==> src/verilog/mmio_bridge_pkg.sv <==
// ==========================================================
// Shared types and constants for the MMIO to Avalon bridge.
// Modules pull these in with a wildcard import in their
// header; bus widths stay module parameters.
// ==========================================================

package mmio_bridge_pkg;

    // ==========================================================
    // Fixed widths
    // ==========================================================

    // Smallest addressable unit on the host side
    localparam int DWORD_WIDTH = 32;

    localparam int HOST_ADDR_WIDTH = 32;
    localparam int TAG_WIDTH = 10;

    // Wide enough to express an oversize write of up to 64 bytes
    localparam int BYTE_COUNT_WIDTH = 7;

    // Upper bound for the Avalon data width
    localparam int MAX_DATA_WIDTH = 512;

    // ==========================================================
    // Request fields
    // ==========================================================

    typedef enum logic [0:0]
    {
        MMIO_OP_READ  = 1'b0,
        MMIO_OP_WRITE = 1'b1
    } t_mmio_op;

    typedef logic [HOST_ADDR_WIDTH-1:0] t_host_addr;

    typedef logic [TAG_WIDTH-1:0] t_mmio_tag;

    typedef logic [BYTE_COUNT_WIDTH-1:0] t_byte_count;

endpackage

==> src/verilog/mmio_rd_meta_if.sv <==
// ==========================================================
// Read metadata channel. The dispatcher pushes the tag and
// dword index of each accepted read, the FIFO holds them in
// order and the response assembler pops them on handshake.
// ==========================================================

`timescale 1ns/100ps

interface mmio_rd_meta_if
    import mmio_bridge_pkg::*;
#(
    parameter int MMIO_DATA_WIDTH = 64
) ();

    // Dword index within one bus word
    localparam int DWORD_IDX_BITS = $clog2(MMIO_DATA_WIDTH / DWORD_WIDTH);

    // Enqueue side with a one-cycle strobe
    logic                      enq_en;
    t_mmio_tag                 enq_tag;
    logic [DWORD_IDX_BITS-1:0] enq_dword_idx;
    logic                      not_full;

    // Dequeue side with the head entry valid while not_empty
    logic                      deq_en;
    logic                      not_empty;
    t_mmio_tag                 first_tag;
    logic [DWORD_IDX_BITS-1:0] first_dword_idx;

    modport dispatch
    (
        output enq_en, enq_tag, enq_dword_idx,
        input  not_full
    );

    modport fifo
    (
        input  enq_en, enq_tag, enq_dword_idx, deq_en,
        output not_full, not_empty, first_tag, first_dword_idx
    );

    modport assembler
    (
        input  not_empty, first_tag, first_dword_idx,
        output deq_en
    );

endinterface

==> src/verilog/mmio_bridge_top.sv <==
// ==========================================================
// MMIO bridge top level. Host requests enter on plain ports,
// leave as Avalon reads and writes, and read data comes back
// to the host in request order with its tag.
// ==========================================================

`timescale 1ns/100ps

module mmio_bridge_top
    import mmio_bridge_pkg::*;
#(
    parameter int MMIO_DATA_WIDTH    = 64,
    parameter int MMIO_ADDR_WIDTH    = 16,
    parameter int MAX_OUTSTANDING_RD = 8
)
(
    input  logic                         clk,
    input  logic                         rst,

    // Host requests
    input  logic                         req_valid,
    output logic                         req_ready,
    input  t_mmio_op                     req_op,
    input  t_host_addr                   req_addr,
    input  t_byte_count                  req_byte_count,
    input  t_mmio_tag                    req_tag,
    input  logic [MMIO_DATA_WIDTH-1:0]   req_payload,

    // Avalon sink
    output logic                         mmio_read,
    output logic                         mmio_write,
    output logic [MMIO_ADDR_WIDTH-1:0]   mmio_address,
    output logic [MMIO_DATA_WIDTH-1:0]   mmio_writedata,
    output logic [MMIO_DATA_WIDTH/8-1:0] mmio_byteenable,
    input  logic                         mmio_waitrequest,
    input  logic [MMIO_DATA_WIDTH-1:0]   mmio_readdata,
    input  logic                         mmio_readdatavalid,

    // Host responses
    output logic                         rsp_valid,
    input  logic                         rsp_ready,
    output t_mmio_tag                    rsp_tag,
    output logic [MMIO_DATA_WIDTH-1:0]   rsp_payload
);

    mmio_rd_meta_if #(.MMIO_DATA_WIDTH(MMIO_DATA_WIDTH)) meta_if ();

    mmio_req_dispatch #(
        .MMIO_DATA_WIDTH (MMIO_DATA_WIDTH),
        .MMIO_ADDR_WIDTH (MMIO_ADDR_WIDTH)
    ) dispatch_i (
        .clk              (clk),
        .rst              (rst),
        .req_valid        (req_valid),
        .req_ready        (req_ready),
        .req_op           (req_op),
        .req_addr         (req_addr),
        .req_byte_count   (req_byte_count),
        .req_tag          (req_tag),
        .req_payload      (req_payload),
        .mmio_read        (mmio_read),
        .mmio_write       (mmio_write),
        .mmio_address     (mmio_address),
        .mmio_writedata   (mmio_writedata),
        .mmio_byteenable  (mmio_byteenable),
        .mmio_waitrequest (mmio_waitrequest),
        .meta             (meta_if.dispatch)
    );

    // Depth here bounds the reads in flight
    mmio_rd_meta_fifo #(
        .MMIO_DATA_WIDTH    (MMIO_DATA_WIDTH),
        .MAX_OUTSTANDING_RD (MAX_OUTSTANDING_RD)
    ) meta_fifo_i (
        .clk  (clk),
        .rst  (rst),
        .meta (meta_if.fifo)
    );

    mmio_rsp_assembler #(
        .MMIO_DATA_WIDTH    (MMIO_DATA_WIDTH),
        .MAX_OUTSTANDING_RD (MAX_OUTSTANDING_RD)
    ) assembler_i (
        .clk                (clk),
        .rst                (rst),
        .mmio_readdata      (mmio_readdata),
        .mmio_readdatavalid (mmio_readdatavalid),
        .meta               (meta_if.assembler),
        .rsp_valid          (rsp_valid),
        .rsp_ready          (rsp_ready),
        .rsp_tag            (rsp_tag),
        .rsp_payload        (rsp_payload)
    );

endmodule

==> src/verilog/mmio_rd_meta_fifo.sv <==
// ==========================================================
// In-order FIFO of read metadata. Each entry holds the tag
// and dword index of one outstanding Avalon read. The depth
// sets how many reads may be in flight at once.
// ==========================================================

`timescale 1ns/100ps

module mmio_rd_meta_fifo
    import mmio_bridge_pkg::*;
#(
    parameter int MMIO_DATA_WIDTH    = 64,
    parameter int MAX_OUTSTANDING_RD = 8
)
(
    input  logic          clk,
    input  logic          rst,

    mmio_rd_meta_if.fifo  meta
);

    localparam int PTR_BITS = $clog2(MAX_OUTSTANDING_RD);
    localparam int DWORD_IDX_BITS = $clog2(MMIO_DATA_WIDTH / DWORD_WIDTH);

    // Tag and dword index storage
    t_mmio_tag                 tag_mem [MAX_OUTSTANDING_RD];
    logic [DWORD_IDX_BITS-1:0] idx_mem [MAX_OUTSTANDING_RD];

    logic [PTR_BITS-1:0]       wr_ptr;
    logic [PTR_BITS-1:0]       rd_ptr;
    logic [PTR_BITS:0]         count;

    always_ff @(posedge clk)
    begin
        if (meta.enq_en)
        begin
            tag_mem[wr_ptr] <= meta.enq_tag;
            idx_mem[wr_ptr] <= meta.enq_dword_idx;
        end
    end

    // Pointers wrap at the power-of-two depth
    always_ff @(posedge clk)
    begin
        if (rst)
        begin
            wr_ptr <= '0;
            rd_ptr <= '0;
            count  <= '0;
        end
        else
        begin
            if (meta.enq_en)
                wr_ptr <= wr_ptr + 1'b1;
            if (meta.deq_en)
                rd_ptr <= rd_ptr + 1'b1;

            case ({meta.enq_en, meta.deq_en})
                2'b10:   count <= count + 1'b1;
                2'b01:   count <= count - 1'b1;
                default: count <= count;
            endcase
        end
    end

    assign meta.not_full  = (count != (PTR_BITS+1)'(MAX_OUTSTANDING_RD));
    assign meta.not_empty = (count != '0);

    assign meta.first_tag       = tag_mem[rd_ptr];
    assign meta.first_dword_idx = idx_mem[rd_ptr];

    a_no_deq_when_empty: assert property (
        @(posedge clk) disable iff (rst)
        meta.deq_en |-> meta.not_empty
    );

endmodule

==> src/verilog/mmio_req_dispatch.sv <==
// ==========================================================
// Host request dispatcher. Turns each host read or write
// into an Avalon access with zero latency, aligns write data
// and byte enables to the bus word, and records read tags.
// ==========================================================

`timescale 1ns/100ps

module mmio_req_dispatch
    import mmio_bridge_pkg::*;
#(
    parameter int MMIO_DATA_WIDTH = 64,
    parameter int MMIO_ADDR_WIDTH = 16
)
(
    input  logic                         clk,
    input  logic                         rst,

    // Host requests
    input  logic                         req_valid,
    output logic                         req_ready,
    input  t_mmio_op                     req_op,
    input  t_host_addr                   req_addr,
    input  t_byte_count                  req_byte_count,
    input  t_mmio_tag                    req_tag,
    input  logic [MMIO_DATA_WIDTH-1:0]   req_payload,

    // Avalon request side
    output logic                         mmio_read,
    output logic                         mmio_write,
    output logic [MMIO_ADDR_WIDTH-1:0]   mmio_address,
    output logic [MMIO_DATA_WIDTH-1:0]   mmio_writedata,
    output logic [MMIO_DATA_WIDTH/8-1:0] mmio_byteenable,
    input  logic                         mmio_waitrequest,

    mmio_rd_meta_if.dispatch             meta
);

    localparam int BUS_BYTES = MMIO_DATA_WIDTH / 8;
    localparam int BYTE_IDX_BITS = $clog2(BUS_BYTES);
    localparam int DWORD_IDX_BITS = $clog2(MMIO_DATA_WIDTH / DWORD_WIDTH);
    localparam int DWORD_BYTE_BITS = $clog2(DWORD_WIDTH / 8);

    localparam bit WIDTH_LEGAL =
        (MMIO_DATA_WIDTH >= 64) && (MMIO_DATA_WIDTH <= MAX_DATA_WIDTH) &&
        (MMIO_DATA_WIDTH == (2 ** $clog2(MMIO_DATA_WIDTH)));

    logic                        req_fire;
    logic                        wr_fits;
    logic [BYTE_IDX_BITS-1:0]    byte_offset;
    logic [BYTE_IDX_BITS+2:0]    wr_shift;
    logic [BUS_BYTES-1:0]        be_base;

    // ==========================================================
    // Handshake and command decode
    // ==========================================================

    // Ready ignores the opcode, so a write also waits for FIFO space
    assign req_ready = !mmio_waitrequest && meta.not_full;
    assign req_fire  = req_valid && req_ready;

    // Oversize writes are accepted and dropped
    assign wr_fits = (req_byte_count <= t_byte_count'(BUS_BYTES));

    assign mmio_read  = req_fire && (req_op == MMIO_OP_READ);
    assign mmio_write = req_fire && (req_op == MMIO_OP_WRITE) && wr_fits;

    assign mmio_address = req_addr[BYTE_IDX_BITS +: MMIO_ADDR_WIDTH];

    // ==========================================================
    // Write data and byte enable alignment
    // ==========================================================

    assign byte_offset = req_addr[BYTE_IDX_BITS-1:0];
    assign wr_shift    = {byte_offset, 3'b000};

    always_comb
    begin
        be_base = '0;
        for (int i = 0; i < BUS_BYTES; i++)
        begin
            if (i < int'(req_byte_count))
            begin
                be_base[i] = 1'b1;
            end
        end
    end

    assign mmio_byteenable = be_base << byte_offset;
    assign mmio_writedata  = req_payload << wr_shift;

    // Read metadata is enqueued as the read is accepted
    assign meta.enq_en        = mmio_read;
    assign meta.enq_tag       = req_tag;
    assign meta.enq_dword_idx = req_addr[DWORD_BYTE_BITS +: DWORD_IDX_BITS];

    // ==========================================================
    // Assertions
    // ==========================================================

    a_rd_wr_exclusive: assert property (
        @(posedge clk) disable iff (rst)
        !(mmio_read && mmio_write)
    );

    // The FIFO must have room at the cycle the read goes out
    a_no_enq_when_full: assert property (
        @(posedge clk) disable iff (rst)
        meta.enq_en |-> meta.not_full
    );

    a_width_legal: assert property (
        @(posedge clk)
        WIDTH_LEGAL
    );

endmodule

==> src/verilog/mmio_rsp_assembler.sv <==
// ==========================================================
// Read response assembler. Buffers Avalon read data, pairs
// each word with the head of the metadata FIFO and returns
// a registered response with the addressed dword at bit 0.
// ==========================================================

`timescale 1ns/100ps

module mmio_rsp_assembler
    import mmio_bridge_pkg::*;
#(
    parameter int MMIO_DATA_WIDTH    = 64,
    parameter int MAX_OUTSTANDING_RD = 8
)
(
    input  logic                       clk,
    input  logic                       rst,

    // Avalon read return without flow control
    input  logic [MMIO_DATA_WIDTH-1:0] mmio_readdata,
    input  logic                       mmio_readdatavalid,

    mmio_rd_meta_if.assembler          meta,

    // Host responses
    output logic                       rsp_valid,
    input  logic                       rsp_ready,
    output t_mmio_tag                  rsp_tag,
    output logic [MMIO_DATA_WIDTH-1:0] rsp_payload
);

    localparam int PTR_BITS = $clog2(MAX_OUTSTANDING_RD);
    localparam int DWORD_BIT_BITS = $clog2(DWORD_WIDTH);

    logic [MMIO_DATA_WIDTH-1:0]       data_mem [MAX_OUTSTANDING_RD];
    logic [PTR_BITS-1:0]              data_wr_ptr;
    logic [PTR_BITS-1:0]              data_rd_ptr;
    logic [PTR_BITS:0]                data_count;
    logic                             data_not_empty;
    logic                             data_not_full;

    logic                             rsp_fire;
    logic                             rsp_load;
    logic [$clog2(MMIO_DATA_WIDTH)-1:0] rd_shift;

    // ==========================================================
    // Read data FIFO
    // ==========================================================

    always_ff @(posedge clk)
    begin
        if (mmio_readdatavalid)
            data_mem[data_wr_ptr] <= mmio_readdata;
    end

    always_ff @(posedge clk)
    begin
        if (rst)
        begin
            data_wr_ptr <= '0;
            data_rd_ptr <= '0;
            data_count  <= '0;
        end
        else
        begin
            if (mmio_readdatavalid)
                data_wr_ptr <= data_wr_ptr + 1'b1;
            if (rsp_fire)
                data_rd_ptr <= data_rd_ptr + 1'b1;

            case ({mmio_readdatavalid, rsp_fire})
                2'b10:   data_count <= data_count + 1'b1;
                2'b01:   data_count <= data_count - 1'b1;
                default: data_count <= data_count;
            endcase
        end
    end

    assign data_not_empty = (data_count != '0);
    assign data_not_full  = (data_count != (PTR_BITS+1)'(MAX_OUTSTANDING_RD));

    // ==========================================================
    // Output register
    // ==========================================================

    // Both heads stay in place until the host takes the response
    assign rsp_fire    = rsp_valid && rsp_ready;
    assign meta.deq_en = rsp_fire;

    assign rsp_load = !rsp_valid && data_not_empty && meta.not_empty;
    assign rd_shift = {meta.first_dword_idx, {DWORD_BIT_BITS{1'b0}}};

    always_ff @(posedge clk)
    begin
        if (rst)
            rsp_valid <= 1'b0;
        else if (rsp_load)
            rsp_valid <= 1'b1;
        else if (rsp_fire)
            rsp_valid <= 1'b0;
    end

    always_ff @(posedge clk)
    begin
        if (rsp_load)
        begin
            rsp_tag     <= meta.first_tag;
            rsp_payload <= data_mem[data_rd_ptr] >> rd_shift;
        end
    end

    // ==========================================================
    // Assertions
    // ==========================================================

    // Every returned word must have a matching metadata slot
    a_no_data_overflow: assert property (
        @(posedge clk) disable iff (rst)
        mmio_readdatavalid |-> data_not_full
    );

    a_rsp_stable: assert property (
        @(posedge clk) disable iff (rst)
        (rsp_valid && !rsp_ready) |=>
            (rsp_valid && $stable(rsp_tag) && $stable(rsp_payload))
    );

endmodule
==> config.mk <==
export PLATFORM = sky130hd
export DESIGN_NAME = mmio_bridge_top
export DESIGN_NICKNAME = d
export VERILOG_FILES = /design/src/verilog/mmio_bridge_pkg.sv /design/src/verilog/mmio_rd_meta_if.sv /design/src/verilog/mmio_bridge_top.sv /design/src/verilog/mmio_rd_meta_fifo.sv /design/src/verilog/mmio_req_dispatch.sv /design/src/verilog/mmio_rsp_assembler.sv
export SDC_FILE = /design/constraint.sdc
export NUM_CORES = 1
export LEC_CHECK = 0
export BUFFER_PORTS_ARGS = -buffer_cell sky130_fd_sc_hd__buf_4
export CAP_MARGIN = 20
export CORE_ASPECT_RATIO = 0.8
export CORE_MARGIN = 5
export CORE_UTILIZATION = 58
export DETAILED_ROUTE_END_ITERATION = 8
export HOLD_SLACK_MARGIN = 0.1
export PLACE_DENSITY = 0.8
export SYNTH_ARGS = -nofsm -noshare
export SYNTH_HDL_FRONTEND = slang
export SYNTH_HIERARCHICAL = 1
export SYNTH_SLANG_ARGS = --single-unit
==> constraint.sdc <==
create_clock -name clk -period 7.54 [get_ports clk]
set_input_delay 0.377 -clock clk [delete_from_list [all_inputs] [get_ports clk]]
set_output_delay 0.377 -clock clk [all_outputs]
set_load 0.1 [all_outputs]
## After elaboration in Yosys (flattened, before gate mapping)

Memory sizes are Yosys's and may differ from the RTL's. A register that Yosys moved wholly into a read port is not among the register bits.
Index checks and enable logic that the tools add are counted.

- Multiplexer cells: 20
- Add/subtract/negate cells: 8
- Eq/ne operators: 5
- Reduce and logical (&&, ||, !) cells: 15
- Bitwise logic cells: 1
- Shift-type cells: 3
- $lt $le $gt $ge: 9

Operators with widths:

| operator | number |
|---|---|
| 64-bit by 6-bit left shift with 64-bit output | 1 |
| 64-bit by 6-bit >> shifter with 64-bit output | 1 |
| 3-bit by 7-bit < comparator with 1-bit output (first input constant) | 4 |
| 4-bit one-hot mux with 2 select lines | 2 |
| 1-bit by 7-bit < comparator with 1-bit output (first input constant) | 2 |
| 2-bit by 7-bit < comparator with 1-bit output (first input constant) | 2 |
| 1-bit two-way mux | 14 |
| 3-bit by 1-bit adder with 3-bit output (second input constant) | 4 |
| 3-bit two-way mux | 4 |
| 4-bit by 1-bit adder with 4-bit output (second input constant) | 2 |
| 1-bit logical AND | 8 |
| 4-bit nonzero test | 2 |
| 8-bit by 3-bit left shift with 8-bit output | 1 |
| 4-bit by 1-bit subtractor with 4-bit output (second input constant) | 2 |
| 7-bit by 4-bit less-or-equal comparator with 1-bit output (second input constant) | 1 |
| 2-bit nonzero test | 3 |
| 2-bit by 1-bit == test with 1-bit output (second input constant) | 2 |
| 2-bit == test (second input constant) | 2 |
| 4-bit != test (second input constant) | 1 |
| 1-bit logical NOT | 2 |
| 1-bit NOT | 1 |

- Bits of input ports: 184
- Flip-flop bits (word level): 85
- Memory bits (writable): 600
- Logic and storage cells: 72
- Memories: 3

Memories:

| name | depth | bits a word | rd ports | clocked after memory_dff | write ports | line | RTL |
|---|---|---|---|---|---|---|---|
| assembler_i.data_mem | 8 | 64 | 1 | 1 | 1 | mmio_rsp_assembler.sv:35 | `logic [MMIO_DATA_WIDTH-1:0] data_mem [MAX_OUTSTANDING_RD];` |
| meta_fifo_i.tag_mem | 8 | 10 | 1 | 1 | 1 | mmio_rd_meta_fifo.sv:26 | `t_mmio_tag tag_mem [MAX_OUTSTANDING_RD];` |
| meta_fifo_i.idx_mem | 8 | 1 | 1 | 1 | 1 | mmio_rd_meta_fifo.sv:27 | `logic [DWORD_IDX_BITS-1:0] idx_mem [MAX_OUTSTANDING_RD];` |

## Depth between registers and ports, before layout

Gate-level depths: netlist of the first run.

- Depth after elaboration: 6
- Mapped depth: 13
- Depth with buffers taken out: 13

## By module

Netlist of the first run, hierarchy kept.

By module, submodules not included:

| module | instances | cells each | area each (um2) |
|---|---|---|---|
| mmio_rsp_assembler | 1 | 1002 | 22469.0 |
| mmio_rd_meta_fifo | 1 | 197 | 4003.8 |
| mmio_req_dispatch | 1 | 286 | 2218.4 |

## Least setup slack after synthesis of the first run

OpenSTA, ideal clock, no wires.

- Kind: reg2reg
- Start: reg assembler_i.rsp_valid
- End: reg assembler_i.rsp_payload[0] (enable)
- Cell stages (with the launch flop): 2
- Arrival time: 6.248 ns
- Setup slack: 0.678 ns
- Buffers on the path: 0
- Clock period less this slack: 6.862 ns
- Required time: 6.925 ns
- Path through: dfxtp_1 -> nor3b_1

- Word-level cells in the longest chain between the ends: 3

Ends and longest elaborated chain:

| element | line | RTL |
|---|---|---|
| from (decl) | mmio_rsp_assembler.sv:26 | `output logic rsp_valid,` |
| from (signal assigned) | mmio_rsp_assembler.sv:96 | `rsp_valid <= 1'b0;` |
| from (signal assigned) | mmio_rsp_assembler.sv:98 | `rsp_valid <= 1'b1;` |
| from (signal assigned) | mmio_rsp_assembler.sv:100 | `rsp_valid <= 1'b0;` |
| 1-bit logical NOT | mmio_rsp_assembler.sv:90 | `assign rsp_load = !rsp_valid && data_not_empty && meta.not_empty;` |
| 1-bit logical AND (2 in a row) | mmio_rsp_assembler.sv:90 |  |
| named net assembler_i.rsp_load | mmio_rsp_assembler.sv:43 | `logic rsp_load;` |
| to (signal assigned) | mmio_rsp_assembler.sv:108 | `rsp_payload <= data_mem[data_rd_ptr] >> rd_shift;` |
| to (decl) | mmio_rsp_assembler.sv:29 | `output logic [MMIO_DATA_WIDTH-1:0] rsp_payload` |

The timed path passes the listed nets, and every way through them passes these cells.
A chain may end at the register's enable or synchronous reset.

==> flow_summary.html, run 1 <==
<table>
<tr><th>Metric</th><th>Value</th></tr>
<tr><th colspan="2">Outcome</th></tr>
<tr><td>Status</td><td>completed</td></tr>
<tr><th colspan="2">Pwr</th></tr>
<tr><td>Peak VDD IR</td><td>0.000242 V</td></tr>
<tr><td>Total power divided by cell area</td><td>260 mW/mm^2</td></tr>
<tr><td>Static leakage</td><td>11.6 nW</td></tr>
<tr><th colspan="2">Synth</th></tr>
<tr><td>Prevailing post-synth register cell</td><td>edfxtp_1</td></tr>
<tr><td>Syn Std Cell Area</td><td>0.0287 mm^2</td></tr>
<tr><td>Portion of the post-synthesis area used by sequential elements</td><td>72.4%</td></tr>
<tr><td>Multiplexer area fraction after synthesis</td><td>16.9%</td></tr>
<tr><td>Share of the synthesized area in compound gates (AO/OA/AOI/OAI)</td><td>3.41%</td></tr>
<tr><td>Largest family of logic cells by synthesized area</td><td>multiplexers</td></tr>
<tr><td>Xor and xnor fraction of the mapped netlist area</td><td>0.427%</td></tr>
<tr><td>Simple logic cell fraction of the synthesized area</td><td>3.86%</td></tr>
<tr><td>Register bit count reported by yosys</td><td>701</td></tr>
<tr><td>Number of cells produced by synthesis</td><td>1,485</td></tr>
<tr><td>Number of different library cells in the post-synthesis netlist</td><td>57</td></tr>
<tr><td>Post-Syn Nets</td><td>1,679</td></tr>
<tr><td>Proportion of register bits with asynchronous set or reset after synthesis</td><td>0%</td></tr>
<tr><td>Number of warning messages in the yosys log</td><td>6</td></tr>
<tr><td>Number of flops mapped to enable cells by yosys</td><td>674</td></tr>
<tr><td>Post-synthesis average cell area</td><td>19.3 um^2</td></tr>
<tr><td>Post-Synth Adder-Cell Area</td><td>0.436%</td></tr>
<tr><th colspan="2">Worst setup path</th></tr>
<tr><td>Crit path kind</td><td>flip-flop to flip-flop</td></tr>
<tr><td>Required time of the worst setup path</td><td>7.83 ns</td></tr>
<tr><td>Largest fanout on the critical path</td><td>58</td></tr>
<tr><td>R2r worst-path depth</td><td>5</td></tr>
<tr><td>Critical Path, Cell by Cell</td><td>buf_4, mux4_2, nor2b_1, a211oi_1, a21oi_1</td></tr>
<tr><td>Arrival @ worst endpoint</td><td>3.64 ns</td></tr>
<tr><td>Setup slack, reg-to-reg</td><td>4.19 ns</td></tr>
<tr><td>Stage delay of the slowest cell on the critical path</td><td>0.98 ns</td></tr>
<tr><td>Critical Path Source Type</td><td>flip-flop</td></tr>
<tr><td>Cell with the biggest individual delay on the critical path</td><td>dfxtp_4</td></tr>
<tr><td>Kind of capture point of the worst setup path</td><td>flip-flop</td></tr>
<tr><td>Capture instance of the worst register-to-register path</td><td>assembler_i/rsp_payload[13]</td></tr>
<tr><th colspan="2">CTS</th></tr>
<tr><td>Clk buf depth</td><td>3</td></tr>
<tr><td>Number of buffers inserted during clock tree synthesis</td><td>67</td></tr>
<tr><td>TritonCTS clock tree</td><td>built</td></tr>
<tr><td>CTS root buffer</td><td>clkbuf_16</td></tr>
<tr><td>Number of setup buffers added after CTS</td><td>0</td></tr>
<tr><td>CTS H-tree lvls</td><td>3</td></tr>
<tr><td>Clock Latency Late Sink</td><td>0.60 ns</td></tr>
<tr><td>Reg clk slew, reported paths</td><td>0.06 ns</td></tr>
<tr><td>Num Clock Sinks</td><td>701</td></tr>
<tr><th colspan="2">Worst hold path</th></tr>
<tr><td>Worst-case hold path end point</td><td>meta_fifo_i/wr_ptr[1]</td></tr>
<tr><td>Startpoint of the most critical hold path</td><td>req_op</td></tr>
<tr><td>Type of the worst min-delay path</td><td>input pin to flip-flop</td></tr>
<tr><td>Cells on Worst Hold Path</td><td>4</td></tr>
<tr><th colspan="2">STA</th></tr>
<tr><td>Worst rel slew slack</td><td>28.3%</td></tr>
<tr><td>Final worst path period share</td><td>44.5%</td></tr>
<tr><td>Max Clk Rate</td><td>0.298 GHz</td></tr>
<tr><td>Setup tns final</td><td>0 ns</td></tr>
<tr><td>Slew Limit Fails</td><td>0</td></tr>
<tr><td>Finish-stage setup viols</td><td>0</td></tr>
<tr><td>Setup repair after global routing missed its margin</td><td>no</td></tr>
<tr><td>Endpoints failing hold</td><td>0</td></tr>
<tr><td>Worst Max-Slew Pin Slew</td><td>1.07 ns</td></tr>
<tr><td>Setup Skew</td><td>0.0198 ns</td></tr>
<tr><td>Final period demand of the worst path</td><td>3.35 ns</td></tr>
<tr><td>Final worst slack</td><td>4.19 ns</td></tr>
<tr><th colspan="2">Drt</th></tr>
<tr><td>Post-route ant nets</td><td>0</td></tr>
<tr><td>Vias per cell</td><td>6.21</td></tr>
<tr><td>Uppermost signal routing layer after detailed routing</td><td>met5</td></tr>
<tr><td>Starting DRT DRC Count</td><td>1,662</td></tr>
<tr><td>DRC violations left</td><td>0</td></tr>
<tr><td>Average wire length per cell after detail routing</td><td>27.2 um</td></tr>
<tr><td>Final wirelength</td><td>68,900 um</td></tr>
<tr><td>Drt first pass iters</td><td>6</td></tr>
<tr><td>Routed met1 length</td><td>27,400 um</td></tr>
<tr><td>Met3 Routed Length</td><td>5490 um</td></tr>
<tr><td>Via total after detailed routing</td><td>15,800</td></tr>
<tr><td>Routed length on met2</td><td>33,900 um</td></tr>
<tr><th colspan="2">Placed design</th></tr>
<tr><td>Number of I/O port buffers</td><td>304</td></tr>
<tr><td>GPL Wtd Cong</td><td>0.911</td></tr>
<tr><td>Pre-CTS setup slack</td><td>4.14 ns</td></tr>
<tr><td>Sum of net half-perimeters after detailed placement</td><td>40,100 um</td></tr>
<tr><th colspan="2">Floorplan</th></tr>
<tr><td>Die area</td><td>0.0540 mm^2</td></tr>
<tr><td>Horizontal die dimension</td><td>259 um</td></tr>
<tr><td>Core Footprint</td><td>0.0486 mm^2</td></tr>
<tr><td>Count of pins on the block boundary</td><td>350</td></tr>
<tr><td>Initial cell density of the core</td><td>59.0%</td></tr>
<tr><td>Site row count</td><td>72</td></tr>
<tr><td>Die boundary height</td><td>209 um</td></tr>
<tr><th colspan="2">Final layout</th></tr>
<tr><td>Share of layout cells above drive strength 1</td><td>33.4%</td></tr>
<tr><td>Nets</td><td>2,044</td></tr>
<tr><td>Area Overhead vs Synth</td><td>20.5%</td></tr>
<tr><th colspan="2">Global routing</th></tr>
<tr><td>GRT Total Usage</td><td>25.2%</td></tr>
<tr><td>Pin count of the biggest net entering global routing</td><td>97</td></tr>
<tr><td>Global-route wire length before repair</td><td>102,000 um</td></tr>
<tr><td>Antenna violations before repair</td><td>6</td></tr>
<tr><td>GRT Residual Overflow</td><td>0</td></tr>
<tr><td>Vias in the first global route</td><td>16,100</td></tr>
<tr><th colspan="2">Job</th></tr>
<tr><td>Number of max-cap violations</td><td>0</td></tr>
</table>
[how the worst max path moves through the flow]
stage | to | cells past startpoint
after floorplan | assembler_i/rsp_payload[0] | 1
after global placement | assembler_i/rsp_payload[13] | 5
after detailed placement | assembler_i/rsp_payload[13] | 5
after CTS | assembler_i/rsp_payload[13] | 5
after global routing | assembler_i/rsp_payload[18] | 5
final | assembler_i/rsp_payload[13] | 5
[worst max-delay path, delay by kind of cell (launching register included)]
kind	cells	cell delay (ns)
flops	1	0.98
compound gates	2	0.95
buf+inv	1	0.58
mux	1	0.38
simple gates	1	0.14
[per-layer routing]
| metal | track usage (%) | vias to the layer above |
|---|---|---|
| met5 | 0 | - |
| met4 | 7.53 | 6 |
| met2 | 40.1 | 740 |
| met1 | 35.9 | 8122 |
| li1 | - | 6736 |
| met3 | 5.56 | 153 |
[cell families after synthesis]
group                    after synthesis
flip-flops                           701
multiplexers                         257
AND/OR/NAND/NOR                      230
AO/OA/AOI/OAI                        146
buffers and inverters                127
XOR/XNOR                              14
adder cells (fa/ha/maj)               10
[Yosys cell counts, drive strengths merged (8+ instances only)]
cell type | n | area, um^2
a2bb2oi | 8 | 70.1
edfxtp | 674 | 20200
and2 | 19 | 119
clkbuf | 35 | 131
a22oi | 9 | 67.6
inv | 13 | 48.8
nand2 | 33 | 124
o22ai | 10 | 62.6
mux4 | 173 | 3980
mux2i | 55 | 551
a21oi | 50 | 250
mux2 | 29 | 327
nor2b | 39 | 244
nand2b | 9 | 56.3
buf | 79 | 544
dfxtp | 27 | 541
a211oi | 34 | 260
o31ai | 9 | 67.6
o21ai | 11 | 55.1
ha | 10 | 125
nor3 | 13 | 65.1
xor2 | 11 | 96.3
nor2 | 102 | 388
[through the flow]
stage	power [W]	cells	hold slack (ns)	utilization (%)	cell area [um^2]
after floorplan	0.00513	1485	0.446	-	28700
after global placement	0.00534	2331	0.470	64.5	31400
after detailed placement	0.00536	2331	0.477	64.5	31400
after CTS	0.00900	2531	0.260	71.0	34500
after global routing	0.00922	2535	0.322	71.1	34600
final	0.00898	2536	0.307	71.1	34600
[area by class of cell]
class                      count  area (um^2)
antenna                        3         7.51
clock buffer                  85         1880
clock inverter                38          515
fill                        2862        14100
inverter                      13         48.8
multi-input combinational    657         7250
sequential                   701        20800
tap                          629          787
timing repair buffer         410         3300
[power breakdown]
part | internal [W] | switching (W) | total [W]
clock network | 0.00219 | 0.00145 | 0.00365
logic | 0.000278 | 0.000648 | 0.000926
registers | 0.00437 | 0.0000319 | 0.00440
total | 0.00684 | 0.00213 | 0.00898
[sequential cells by signal (all words and copies together) (netlist names), 3 cells and up, named ones only]
register and flops:
assembler_i/data_mem 512, meta_fifo_i/tag_mem 80, assembler_i/rsp_payload 64, assembler_i/rsp_tag 10, meta_fifo_i/idx_mem 8, assembler_i/data_count 4
meta_fifo_i/count 4, assembler_i/data_rd_ptr 3, assembler_i/data_wr_ptr 3, meta_fifo_i/rd_ptr 3, meta_fifo_i/wr_ptr 3
[timing repair]
action / 4_1_cts / 5_1_grt
gates resized for setup: 0 / 0
hold buffers: 77 / 0
hold endpoints to repair: 596 / 0
[cells in the final DEF (no fill, tap or decap), types with 26 or more instances in the layout]
cell type / netlist / layout
mux4_2: 152 / 152
mux2i_1: 55 / 55
a211oi_1: 33 / 33
nand2_1: 33 / 33
nor2_1: 100 / 94
buf_4: 37 / 330
a21oi_1: 50 / 50
nor2b_1: 39 / 39
edfxtp_1: 674 / 674
dlygate4sd3_1: 0 / 77
clkbuf_16: 0 / 73
mux2_2: 27 / 26
Note: power is estimated with default switching activity, not from simulation.
==> run 2, diff against run 1 <==
--- a/config.mk
+++ b/config.mk
@@ -9,10 +9,10 @@
 export CAP_MARGIN = 20
 export CORE_ASPECT_RATIO = 0.8
 export CORE_MARGIN = 5
-export CORE_UTILIZATION = 58
+export CORE_UTILIZATION = 52
 export DETAILED_ROUTE_END_ITERATION = 8
 export HOLD_SLACK_MARGIN = 0.1
-export PLACE_DENSITY = 0.8
+export PLACE_DENSITY = 0.75
 export SYNTH_ARGS = -nofsm -noshare
 export SYNTH_HDL_FRONTEND = slang
 export SYNTH_HIERARCHICAL = 1
==> constraint.sdc (replaced) <==
create_clock -name clk -period 2.8 [get_ports clk]
set_input_delay 0.14 -clock clk [delete_from_list [all_inputs] [get_ports clk]]
set_output_delay 0.14 -clock clk [all_outputs]
set_load 0.1 [all_outputs]
==> run 2 against run 1 <==
  * Worst setup slack got worse by 3.8 ns
  * Hold slack worse by 0.17 ns
  * Core utilization fell by 7.0 points
  * Cell count up 5.0%
  * Via count is 0.77% lower
  * Clock power rose to 2.5 times the previous value
  * Sequential power increased to 2.7 times the previous value
  * Sequential share of layout area is 1.0 points lower
  * Flip-flop and latch count unchanged
  * Power grew to 2.6 times the previous value
  * Largest power group unchanged
==> flow_summary.html, run 2 (synthesis gave the netlist of run 1 again) <==
<table>
<tr><th>Metric</th><th>Value</th></tr>
<tr><th colspan="2">Worst setup path</th></tr>
<tr><td>Crit path kind</td><td>flip-flop to flip-flop</td></tr>
<tr><td>Largest fanout on the critical path</td><td>55 (-5.2%)</td></tr>
<tr><td>Arrival @ worst endpoint</td><td>2.73 ns (-0.91 ns)</td></tr>
<tr><td>Kind of capture point of the worst setup path</td><td>flip-flop</td></tr>
<tr><td>Required time of the worst setup path</td><td>3.10 ns (-4.73 ns)</td></tr>
<tr><td>Critical Path Source Type</td><td>flip-flop</td></tr>
<tr><th colspan="2">Drt</th></tr>
<tr><td>Drt first pass iters</td><td>6 (unchanged)</td></tr>
<tr><td>DRC violations left</td><td>0 (unchanged)</td></tr>
<tr><td>Average wire length per cell after detail routing</td><td>24.6 um (-9.3%)</td></tr>
<tr><td>Vias per cell</td><td>5.87 (-5.5%)</td></tr>
<tr><td>Post-route ant nets</td><td>0 (unchanged)</td></tr>
<tr><td>Starting DRT DRC Count</td><td>1,755 (+5.6%)</td></tr>
<tr><td>Final wirelength</td><td>65,600 um (-4.7%)</td></tr>
<tr><td>Via total after detailed routing</td><td>15,600 (-0.77%)</td></tr>
<tr><th colspan="2">Final layout</th></tr>
<tr><td>Layout Cells excl Fill</td><td>2,664 (+5.0%)</td></tr>
<tr><td>Area Overhead vs Synth</td><td>22.6%</td></tr>
<tr><td>Number of flip-flops under the largest register name</td><td>512 (unchanged)</td></tr>
<tr><td>Leading registers by flop count</td><td>assembler_i/data_mem (512), meta_fifo_i/tag_mem (80), assembler_i/rsp_payload (64)</td></tr>
<tr><td>Most common cell after layout, fill and taps aside</td><td>edfxtp_1</td></tr>
<tr><td># fillers</td><td>3,637 (+27%)</td></tr>
<tr><td>Most frequent cells in the layout</td><td>674 x edfxtp_1, 346 x buf_4, 152 x mux4_2, 93 x nor2_1, 80 x dlygate4sd3_1</td></tr>
<tr><td>Largest reg by FF count</td><td>assembler_i/data_mem</td></tr>
<tr><td>Share of layout cells above drive strength 1</td><td>34.5% (+1.1 points)</td></tr>
<tr><td>Nets</td><td>2,086 (+2.1%)</td></tr>
<tr><td>Final design utilization</td><td>64.1% (-7.0 points)</td></tr>
<tr><th colspan="2">Floorplan</th></tr>
<tr><td>Horizontal die dimension</td><td>273 um (+5.4%)</td></tr>
<tr><td>Site row count</td><td>77 (+6.9%)</td></tr>
<tr><td>Core Footprint</td><td>0.0549 mm^2 (+13%)</td></tr>
<tr><td>Die area</td><td>0.0600 mm^2 (+11%)</td></tr>
<tr><td>Count of pins on the block boundary</td><td>350 (unchanged)</td></tr>
<tr><td>Initial cell density of the core</td><td>52.2% (-6.7 points)</td></tr>
<tr><td>Die boundary height</td><td>220 um (+5.3%)</td></tr>
<tr><th colspan="2">STA</th></tr>
<tr><td>Final worst slack</td><td>0.366 ns (-3.82 ns)</td></tr>
<tr><td>Max Clk Rate</td><td>0.411 GHz (+38%)</td></tr>
<tr><td>Final worst path period share</td><td>86.9% (+42 points)</td></tr>
<tr><td>Setup Skew</td><td>0.0255 ns (+0.00574 ns)</td></tr>
<tr><td>Endpoints failing hold</td><td>0 (unchanged)</td></tr>
<tr><td>Worst Max-Slew Pin Slew</td><td>0.802 ns (-0.267 ns)</td></tr>
<tr><td>Worst rel slew slack</td><td>46.6% (+18 points)</td></tr>
<tr><td>Finish-stage setup viols</td><td>0 (unchanged)</td></tr>
<tr><td>Final period demand of the worst path</td><td>2.43 ns (-0.920 ns)</td></tr>
<tr><td>Setup tns final</td><td>0 ns (unchanged)</td></tr>
<tr><td>Slew Limit Fails</td><td>0 (unchanged)</td></tr>
<tr><td>Setup repair after global routing missed its margin</td><td>no</td></tr>
<tr><th colspan="2">CTS</th></tr>
<tr><td>Number of buffers inserted during clock tree synthesis</td><td>70 (+4.5%)</td></tr>
<tr><td>Clk buf depth</td><td>3 (unchanged)</td></tr>
<tr><td>CTS root buffer</td><td>clkbuf_16</td></tr>
<tr><td>Quantity of gates resized following cts</td><td>0 (unchanged)</td></tr>
<tr><td>Reg clk slew, reported paths</td><td>0.06 ns (about the same)</td></tr>
<tr><td>Num Clock Sinks</td><td>701 (unchanged)</td></tr>
<tr><td>TritonCTS clock tree</td><td>built</td></tr>
<tr><td>Clock Latency Late Sink</td><td>0.60 ns (about the same)</td></tr>
<tr><td>CTS H-tree lvls</td><td>3 (unchanged)</td></tr>
<tr><th colspan="2">Global routing</th></tr>
<tr><td>Grt met2 use</td><td>35.9% (-4.2 points)</td></tr>
<tr><td>GRT Total Usage</td><td>21.9% (-3.3 points)</td></tr>
<tr><td>Antenna violations before repair</td><td>9 (+3)</td></tr>
<tr><td>Met3 global-route usage</td><td>5.05% (-0.51 points)</td></tr>
<tr><td>GRT Residual Overflow</td><td>0 (unchanged)</td></tr>
<tr><td>Vias in the first global route</td><td>16,100 (-0.081%)</td></tr>
<tr><td>Global-route wire length before repair</td><td>99,400 um (-2.7%)</td></tr>
<tr><td>GRT busiest layer</td><td>met2</td></tr>
<tr><td>Global-route track usage on met1</td><td>30.7% (-5.3 points)</td></tr>
<tr><td>Pin count of the biggest net entering global routing</td><td>76 (-22%)</td></tr>
<tr><th colspan="2">Job</th></tr>
<tr><td>Number of max-cap violations</td><td>0 (unchanged)</td></tr>
<tr><th colspan="2">Pwr</th></tr>
<tr><td>Peak VDD IR</td><td>0.000448 V (+85%)</td></tr>
<tr><td>Static leakage</td><td>11.9 nW (+2.0%)</td></tr>
<tr><td>Total power divided by cell area</td><td>672 mW/mm^2 (+160%)</td></tr>
<tr><th colspan="2">Worst hold path</th></tr>
<tr><td>Type of the worst min-delay path</td><td>input pin to flip-flop</td></tr>
<tr><th colspan="2">Placed design</th></tr>
<tr><td>Number of I/O port buffers</td><td>304 (unchanged)</td></tr>
<tr><td>Number of cells after detailed placement</td><td>2,451 (+5.1%)</td></tr>
<tr><td>GPL Wtd Cong</td><td>0.855 (-6.2%)</td></tr>
<tr><td>Pre-CTS setup slack</td><td>0.441 ns (-3.70 ns)</td></tr>
<tr><td>Sum of net half-perimeters after detailed placement</td><td>40,600 um (+1.2%)</td></tr>
<tr><th colspan="2">Outcome</th></tr>
<tr><td>Status</td><td>completed</td></tr>
</table>
==> run 2: changes by cell type in the layout (fill, tap and decap cells not counted), moves of 3 or more <==
cell	before	now
buf_12	2	23
dfxtp_2	0	5
dlygate4sd3_1	77	80
buf_4	330	346
dfxtp_1	24	18
clkinvlp_4	5	0
clkbuf_1	11	23
bufinv_16	12	6
==> run 2: cell type report <==
type / count / area, um^2 / share of cell area [%]
antenna: 5 / 12.5 / 0.0356
clock buffer: 98 / 1930 / 5.48
clock inverter: 30 / 360 / 1.02
inverter: 13 / 48.8 / 0.139
multi-input combinational: 657 / 7280 / 20.7
sequential: 701 / 20800 / 59.1
tap: 711 / 890 / 2.53
timing repair buffer: 449 / 3860 / 11.0
==> run 2: worst max-delay path, stage by stage (launching register included) <==
cell      delay [ns]
dfxtp_1         0.38
mux4_1          0.58
mux2_4          0.30
buf_12          0.21
a211oi_1        0.56
a21oi_1         0.11
==> run 2: timing repair <==
| action | 4_1_cts | 5_1_grt |
|---|---|---|
| hold endpoints to repair | 619 | 0 |
| hold buffers | 80 | 0 |
| setup buffers | 0 | 0 |
==> run 2: layer usage <==
| layer | share of wire (%) | routed length (um) |
|---|---|---|
| met5 | 0.070 | 46 |
| met4 | 1.8 | 1210 |
| met3 | 7.4 | 4830 |
| met2 | 50 | 32900 |
| met1 | 41 | 26600 |
==> run 2: final timing paths <==
check	slack, ns	from	cells past startpoint	to
min	0.14	req_valid	6	meta_fifo_i/wr_ptr[1]
max	0.37	flip-flop	5	assembler_i/rsp_payload[22]
max reg2reg	0.37	flip-flop	5	assembler_i/rsp_payload[22]
min reg2reg	0.50	assembler_i/data_rd_ptr[1]	2	flip-flop
==> run 2: through the flow <==
step | hold WS (ns) | instance area [um^2] | power [W]
after global routing | 0.170 | 35200 | 0.0244
after floorplan | 0.209 | 28700 | 0.0138
after global placement | 0.281 | 32100 | 0.0144
after detailed placement | 0.281 | 32100 | 0.0145
after CTS | 0.120 | 35200 | 0.0238
final | 0.140 | 35200 | 0.0236
==> run 2: where the power goes <==
part           switching, W  internal (W)  leakage [nW]
clock               0.00386       0.00542          1.11
combinational       0.00172      0.000789          4.41
sequential        0.0000824        0.0118          6.34
==> run 3, diff against run 2 <==
--- a/config.mk
+++ b/config.mk
@@ -5,14 +5,15 @@
 export SDC_FILE = /design/constraint.sdc
 export NUM_CORES = 1
 export LEC_CHECK = 0
+export ABC_AREA = 1
 export BUFFER_PORTS_ARGS = -buffer_cell sky130_fd_sc_hd__buf_4
 export CAP_MARGIN = 20
 export CORE_ASPECT_RATIO = 0.8
 export CORE_MARGIN = 5
-export CORE_UTILIZATION = 52
+export CORE_UTILIZATION = 53
 export DETAILED_ROUTE_END_ITERATION = 8
 export HOLD_SLACK_MARGIN = 0.1
-export PLACE_DENSITY = 0.75
+export PLACE_DENSITY = 0.76
 export SYNTH_ARGS = -nofsm -noshare
 export SYNTH_HDL_FRONTEND = slang
 export SYNTH_HIERARCHICAL = 1
==> run 3 against run 2 <==
  * Hold slack improved by 0.047 ns
  * Clock skew is 0.0027 ns lower
  * Critical endpoint is now meta_fifo_i/count[2]
  * Routed wire length grew 16%
  * Critical path type unchanged
==> flow_summary.html, run 3 <==
<table>
<tr><th>Metric</th><th>Value</th></tr>
<tr><th colspan="2">Global routing</th></tr>
<tr><td>GRT Total Usage</td><td>24.0% (+2.1 points)</td></tr>
<tr><td>Global-route wire length before repair</td><td>115,000 um (+16%)</td></tr>
<tr><td>Vias in the first global route</td><td>20,500 (+27%)</td></tr>
<tr><td>Antenna violations before repair</td><td>6 (-3)</td></tr>
<tr><td>GRT Residual Overflow</td><td>0 (unchanged)</td></tr>
<tr><td>Pin count of the biggest net entering global routing</td><td>173 (+130%)</td></tr>
<tr><th colspan="2">Worst setup path</th></tr>
<tr><td>Critical Path, Cell by Cell</td><td>nor2_1, nand3_1, inv_1, nor2_4, nand2_1, nor2_1, inv_1, ha_1, nand2_1, inv_1, nor2_2, ha_1, a21oi_1, xnor2_1, o21ai_0, inv_1</td></tr>
<tr><td>Arrival @ worst endpoint</td><td>2.82 ns (+0.09 ns)</td></tr>
<tr><td>Crit path kind</td><td>flip-flop to flip-flop</td></tr>
<tr><td>Required time of the worst setup path</td><td>3.30 ns (+0.20 ns)</td></tr>
<tr><td>Stage delay of the slowest cell on the critical path</td><td>0.35 ns (-0.23 ns)</td></tr>
<tr><td>Largest fanout on the critical path</td><td>6 (-89%)</td></tr>
<tr><td>Cell repeated most along the worst path</td><td>inv_1</td></tr>
<tr><td>Cell with the biggest individual delay on the critical path</td><td>dfxtp_1</td></tr>
<tr><td>Critical Path Source Type</td><td>flip-flop</td></tr>
<tr><td>Kind of capture point of the worst setup path</td><td>flip-flop</td></tr>
<tr><th colspan="2">Synth</th></tr>
<tr><td>Synth cell count leaders</td><td>674 x edfxtp_1, 570 x nor2_1, 490 x nand2_1</td></tr>
<tr><td>Most numerous cell in the Yosys netlist</td><td>edfxtp_1</td></tr>
<tr><td>Number of flops mapped to enable cells by yosys</td><td>674 (unchanged)</td></tr>
<tr><td>Library cell with the largest summed area after synthesis</td><td>edfxtp_1</td></tr>
<tr><td>Syn Std Cell Area</td><td>0.0298 mm^2 (+3.9%)</td></tr>
<tr><td>Area share of the leading cell type in the synthesized netlist</td><td>67.9% (-2.6 points)</td></tr>
<tr><td>Number of cells produced by synthesis</td><td>2,679 (+80%)</td></tr>
<tr><td>Post-synthesis average cell area</td><td>11.1 um^2 (-42%)</td></tr>
<tr><td>Portion of the post-synthesis area used by sequential elements</td><td>69.7% (-2.7 points)</td></tr>
<tr><td>Register bit count reported by yosys</td><td>701 (unchanged)</td></tr>
<tr><td>Prevailing post-synth register cell</td><td>edfxtp_1</td></tr>
<tr><td>Post-Syn Nets</td><td>2,873 (+71%)</td></tr>
<tr><td>Largest cells by area after synthesis</td><td>edfxtp_1 68%, nor2_1 7.2%, nand2_1 6.2%, o21ai_0 4.2%, nand3_1 2.0%</td></tr>
<tr><td>Proportion of register bits with asynchronous set or reset after synthesis</td><td>0% (unchanged)</td></tr>
<tr><td>Number of warning messages in the yosys log</td><td>6 (unchanged)</td></tr>
<tr><td>Number of different library cells in the post-synthesis netlist</td><td>32 (-44%)</td></tr>
<tr><th colspan="2">STA</th></tr>
<tr><td>Final period demand of the worst path</td><td>2.33 ns (-0.107 ns)</td></tr>
<tr><td>Setup Skew</td><td>0.0228 ns (-0.00274 ns)</td></tr>
<tr><td>Endpoints failing hold</td><td>0 (unchanged)</td></tr>
<tr><td>Finish-stage setup viols</td><td>0 (unchanged)</td></tr>
<tr><td>Setup repair after global routing missed its margin</td><td>no</td></tr>
<tr><td>Max Clk Rate</td><td>0.430 GHz (+4.6%)</td></tr>
<tr><td>Setup tns final</td><td>0 ns (unchanged)</td></tr>
<tr><td>Final worst slack</td><td>0.473 ns (+0.107 ns)</td></tr>
<tr><td>Final worst path period share</td><td>83.1% (-3.8 points)</td></tr>
<tr><td>Worst Max-Slew Pin Slew</td><td>1.01 ns (+0.208 ns)</td></tr>
<tr><td>Worst rel slew slack</td><td>32.7% (-14 points)</td></tr>
<tr><td>Worst hold slack</td><td>0.186 ns (+0.0466 ns)</td></tr>
<tr><td>Slew Limit Fails</td><td>0 (unchanged)</td></tr>
<tr><th colspan="2">Placed design</th></tr>
<tr><td>GPL Wtd Cong</td><td>0.877 (+2.6%)</td></tr>
<tr><td>Pre-CTS setup slack</td><td>0.532 ns (+0.0913 ns)</td></tr>
<tr><td>Sum of net half-perimeters after detailed placement</td><td>44,700 um (+10%)</td></tr>
<tr><td>Number of I/O port buffers</td><td>304 (unchanged)</td></tr>
<tr><th colspan="2">Final layout</th></tr>
<tr><td>Largest reg by FF count</td><td>assembler_i/data_mem</td></tr>
<tr><td>Most frequent cells in the layout</td><td>674 x edfxtp_1, 560 x nor2_1, 489 x nand2_1, 336 x buf_4, 246 x o21ai_0</td></tr>
<tr><td>Area Overhead vs Synth</td><td>19.8%</td></tr>
<tr><td>Leading registers by flop count</td><td>assembler_i/data_mem (512), meta_fifo_i/tag_mem (80), assembler_i/rsp_payload (64)</td></tr>
<tr><td>Most common cell after layout, fill and taps aside</td><td>edfxtp_1</td></tr>
<tr><td>Nets</td><td>3,194 (+53%)</td></tr>
<tr><td>Share of layout cells above drive strength 1</td><td>16.4% (-18 points)</td></tr>
<tr><td># fillers</td><td>4,045 (+11%)</td></tr>
<tr><td>Number of flip-flops under the largest register name</td><td>512 (unchanged)</td></tr>
<tr><td>Final design utilization</td><td>64.4% (+0.30 points)</td></tr>
<tr><th colspan="2">CTS</th></tr>
<tr><td>Clock Latency Late Sink</td><td>0.61 ns (about the same)</td></tr>
<tr><td>Hold buffer count at cts</td><td>78 (-2.5%)</td></tr>
<tr><td>Reg clk slew, reported paths</td><td>0.06 ns (about the same)</td></tr>
<tr><td>Clk buf depth</td><td>3 (unchanged)</td></tr>
<tr><td>Num Clock Sinks</td><td>701 (unchanged)</td></tr>
<tr><td>TritonCTS clock tree</td><td>built</td></tr>
<tr><td>Number of buffers inserted during clock tree synthesis</td><td>68 (-2.9%)</td></tr>
<tr><td>Quantity of gates resized following cts</td><td>0 (unchanged)</td></tr>
<tr><td>Number of setup buffers added after CTS</td><td>0 (unchanged)</td></tr>
<tr><td>CTS H-tree lvls</td><td>3 (unchanged)</td></tr>
<tr><td>CTS root buffer</td><td>clkbuf_16</td></tr>
<tr><th colspan="2">Drt</th></tr>
<tr><td>Final wirelength</td><td>75,900 um (+16%)</td></tr>
<tr><td>DRC violations left</td><td>0 (unchanged)</td></tr>
<tr><td>Drt first pass iters</td><td>8 (+2)</td></tr>
<tr><td>Post-route ant nets</td><td>0 (unchanged)</td></tr>
<tr><td>Average wire length per cell after detail routing</td><td>20.0 um (-19%)</td></tr>
<tr><td>Starting DRT DRC Count</td><td>2,417 (+38%)</td></tr>
<tr><td>Via total after detailed routing</td><td>21,300 (+37%)</td></tr>
<tr><td>Vias per cell</td><td>5.61 (-4.4%)</td></tr>
<tr><th colspan="2">Outcome</th></tr>
<tr><td>Status</td><td>completed</td></tr>
<tr><th colspan="2">Floorplan</th></tr>
<tr><td>Count of pins on the block boundary</td><td>350 (unchanged)</td></tr>
<tr><td>Horizontal die dimension</td><td>275 um (+0.93%)</td></tr>
<tr><td>Site row count</td><td>77 (unchanged)</td></tr>
<tr><td>Initial cell density of the core</td><td>53.7% (+1.5 points)</td></tr>
<tr><td>Die area</td><td>0.0611 mm^2 (+1.9%)</td></tr>
<tr><td>Die boundary height</td><td>222 um (+0.92%)</td></tr>
<tr><td>Core Footprint</td><td>0.0555 mm^2 (+1.1%)</td></tr>
<tr><th colspan="2">Job</th></tr>
<tr><td>Number of max-cap violations</td><td>0 (unchanged)</td></tr>
<tr><th colspan="2">Worst hold path</th></tr>
<tr><td>Type of the worst min-delay path</td><td>input pin to flip-flop</td></tr>
<tr><th colspan="2">Pwr</th></tr>
<tr><td>Static leakage</td><td>13.3 nW (+12%)</td></tr>
<tr><td>Total power divided by cell area</td><td>860 mW/mm^2 (+28%)</td></tr>
<tr><td>Peak VDD IR</td><td>0.00114 V (+150%)</td></tr>
<tr><td>Power Total</td><td>0.0307 W (+30%)</td></tr>
</table>
run 3: changes by cell type after synthesis, sizes merged, moves of 29 or more:
cell    change
nor2      +469
nand2     +457
o21ai     +354
mux4      -173
nand3     +119
o211ai     +64
mux2i      -44
buf        +40
nor2b      -39
clkbuf     +36
inv        +34
a211oi     -29
mux2       -29
run 3: worst max-delay path, delay by kind of cell, from the launching register on:
| kind | cells | cell delay [ns] |
|---|---|---|
| adder cells (fa/ha/maj) | 2 | 0.44 |
| XOR/XNOR | 1 | 0.08 |
| flip-flops | 1 | 0.35 |
| AO/OA/AOI/OAI | 2 | 0.28 |
| AND/OR/NAND/NOR | 7 | 0.66 |
| buffers and inverters | 4 | 0.39 |
run 3: cell type report:
class                           count  area, um^2  area share, %
Clock inverter                     31         260          0.729
Tap cell                          750         938           2.63
Multi-Input combinational cell   1740        7870           22.0
Clock buffer                       88        1820           5.09
Inverter                           48         185          0.518
Sequential cell                   701       20800           58.2
Antenna cell                        4        10.0         0.0280
Timing Repair Buffer              441        3840           10.8
run 3: routing by layer:
metal / up-vias / track usage [%] / part of all wire (%)
met2: 944 / 39.5 / 48
met4: 6 / 7.56 / 3.0
met3: 182 / 5.34 / 8.8
met5: - / 0 / 0.054
li1: 9968 / - / -
met1: 10200 / 32.3 / 40
run 3: report_power, final:
| part | internal, W | switching (W) | leakage [nW] |
|---|---|---|---|
| sequential | 0.0125 | 0.000397 | 6.36 |
| clock | 0.00489 | 0.00381 | 1.02 |
| combinational | 0.00205 | 0.00710 | 5.93 |
run 3: cell families (layout without fill, tap and decap cells):
group,Yosys count,count (layout),share of synthesized area [%]
compound gates,496,496,9.02
xor+xnor,7,7,0.206
fa+ha+maj,10,10,0.420
buf+inv,238,608,4.17
flops,701,701,69.7
mux,11,11,0.369
other cells,0,4,0
simple gates,1216,1216,16.1
run 3: metrics by stage:
stage,cell area (um^2),cells
after detailed placement,32800,3602
after global placement,32800,3602
after floorplan,29800,2679
after CTS,35700,3799
final,35700,3803
after global routing,35700,3801
run 3: path summary, 6_finish.rpt:
path	slack, ns	start	endpoint	cells past startpoint
worst min-delay path	0.19	req_valid	meta_fifo_i/wr_ptr[1]	5
worst max-delay path	0.47	meta_fifo_i/count[1]	meta_fifo_i/count[2]	16
worst max register to register	0.47	meta_fifo_i/count[1]	meta_fifo_i/count[2]	16
worst min register to register	0.50	meta_fifo_i/wr_ptr[0]	meta_fifo_i/wr_ptr[0]	2
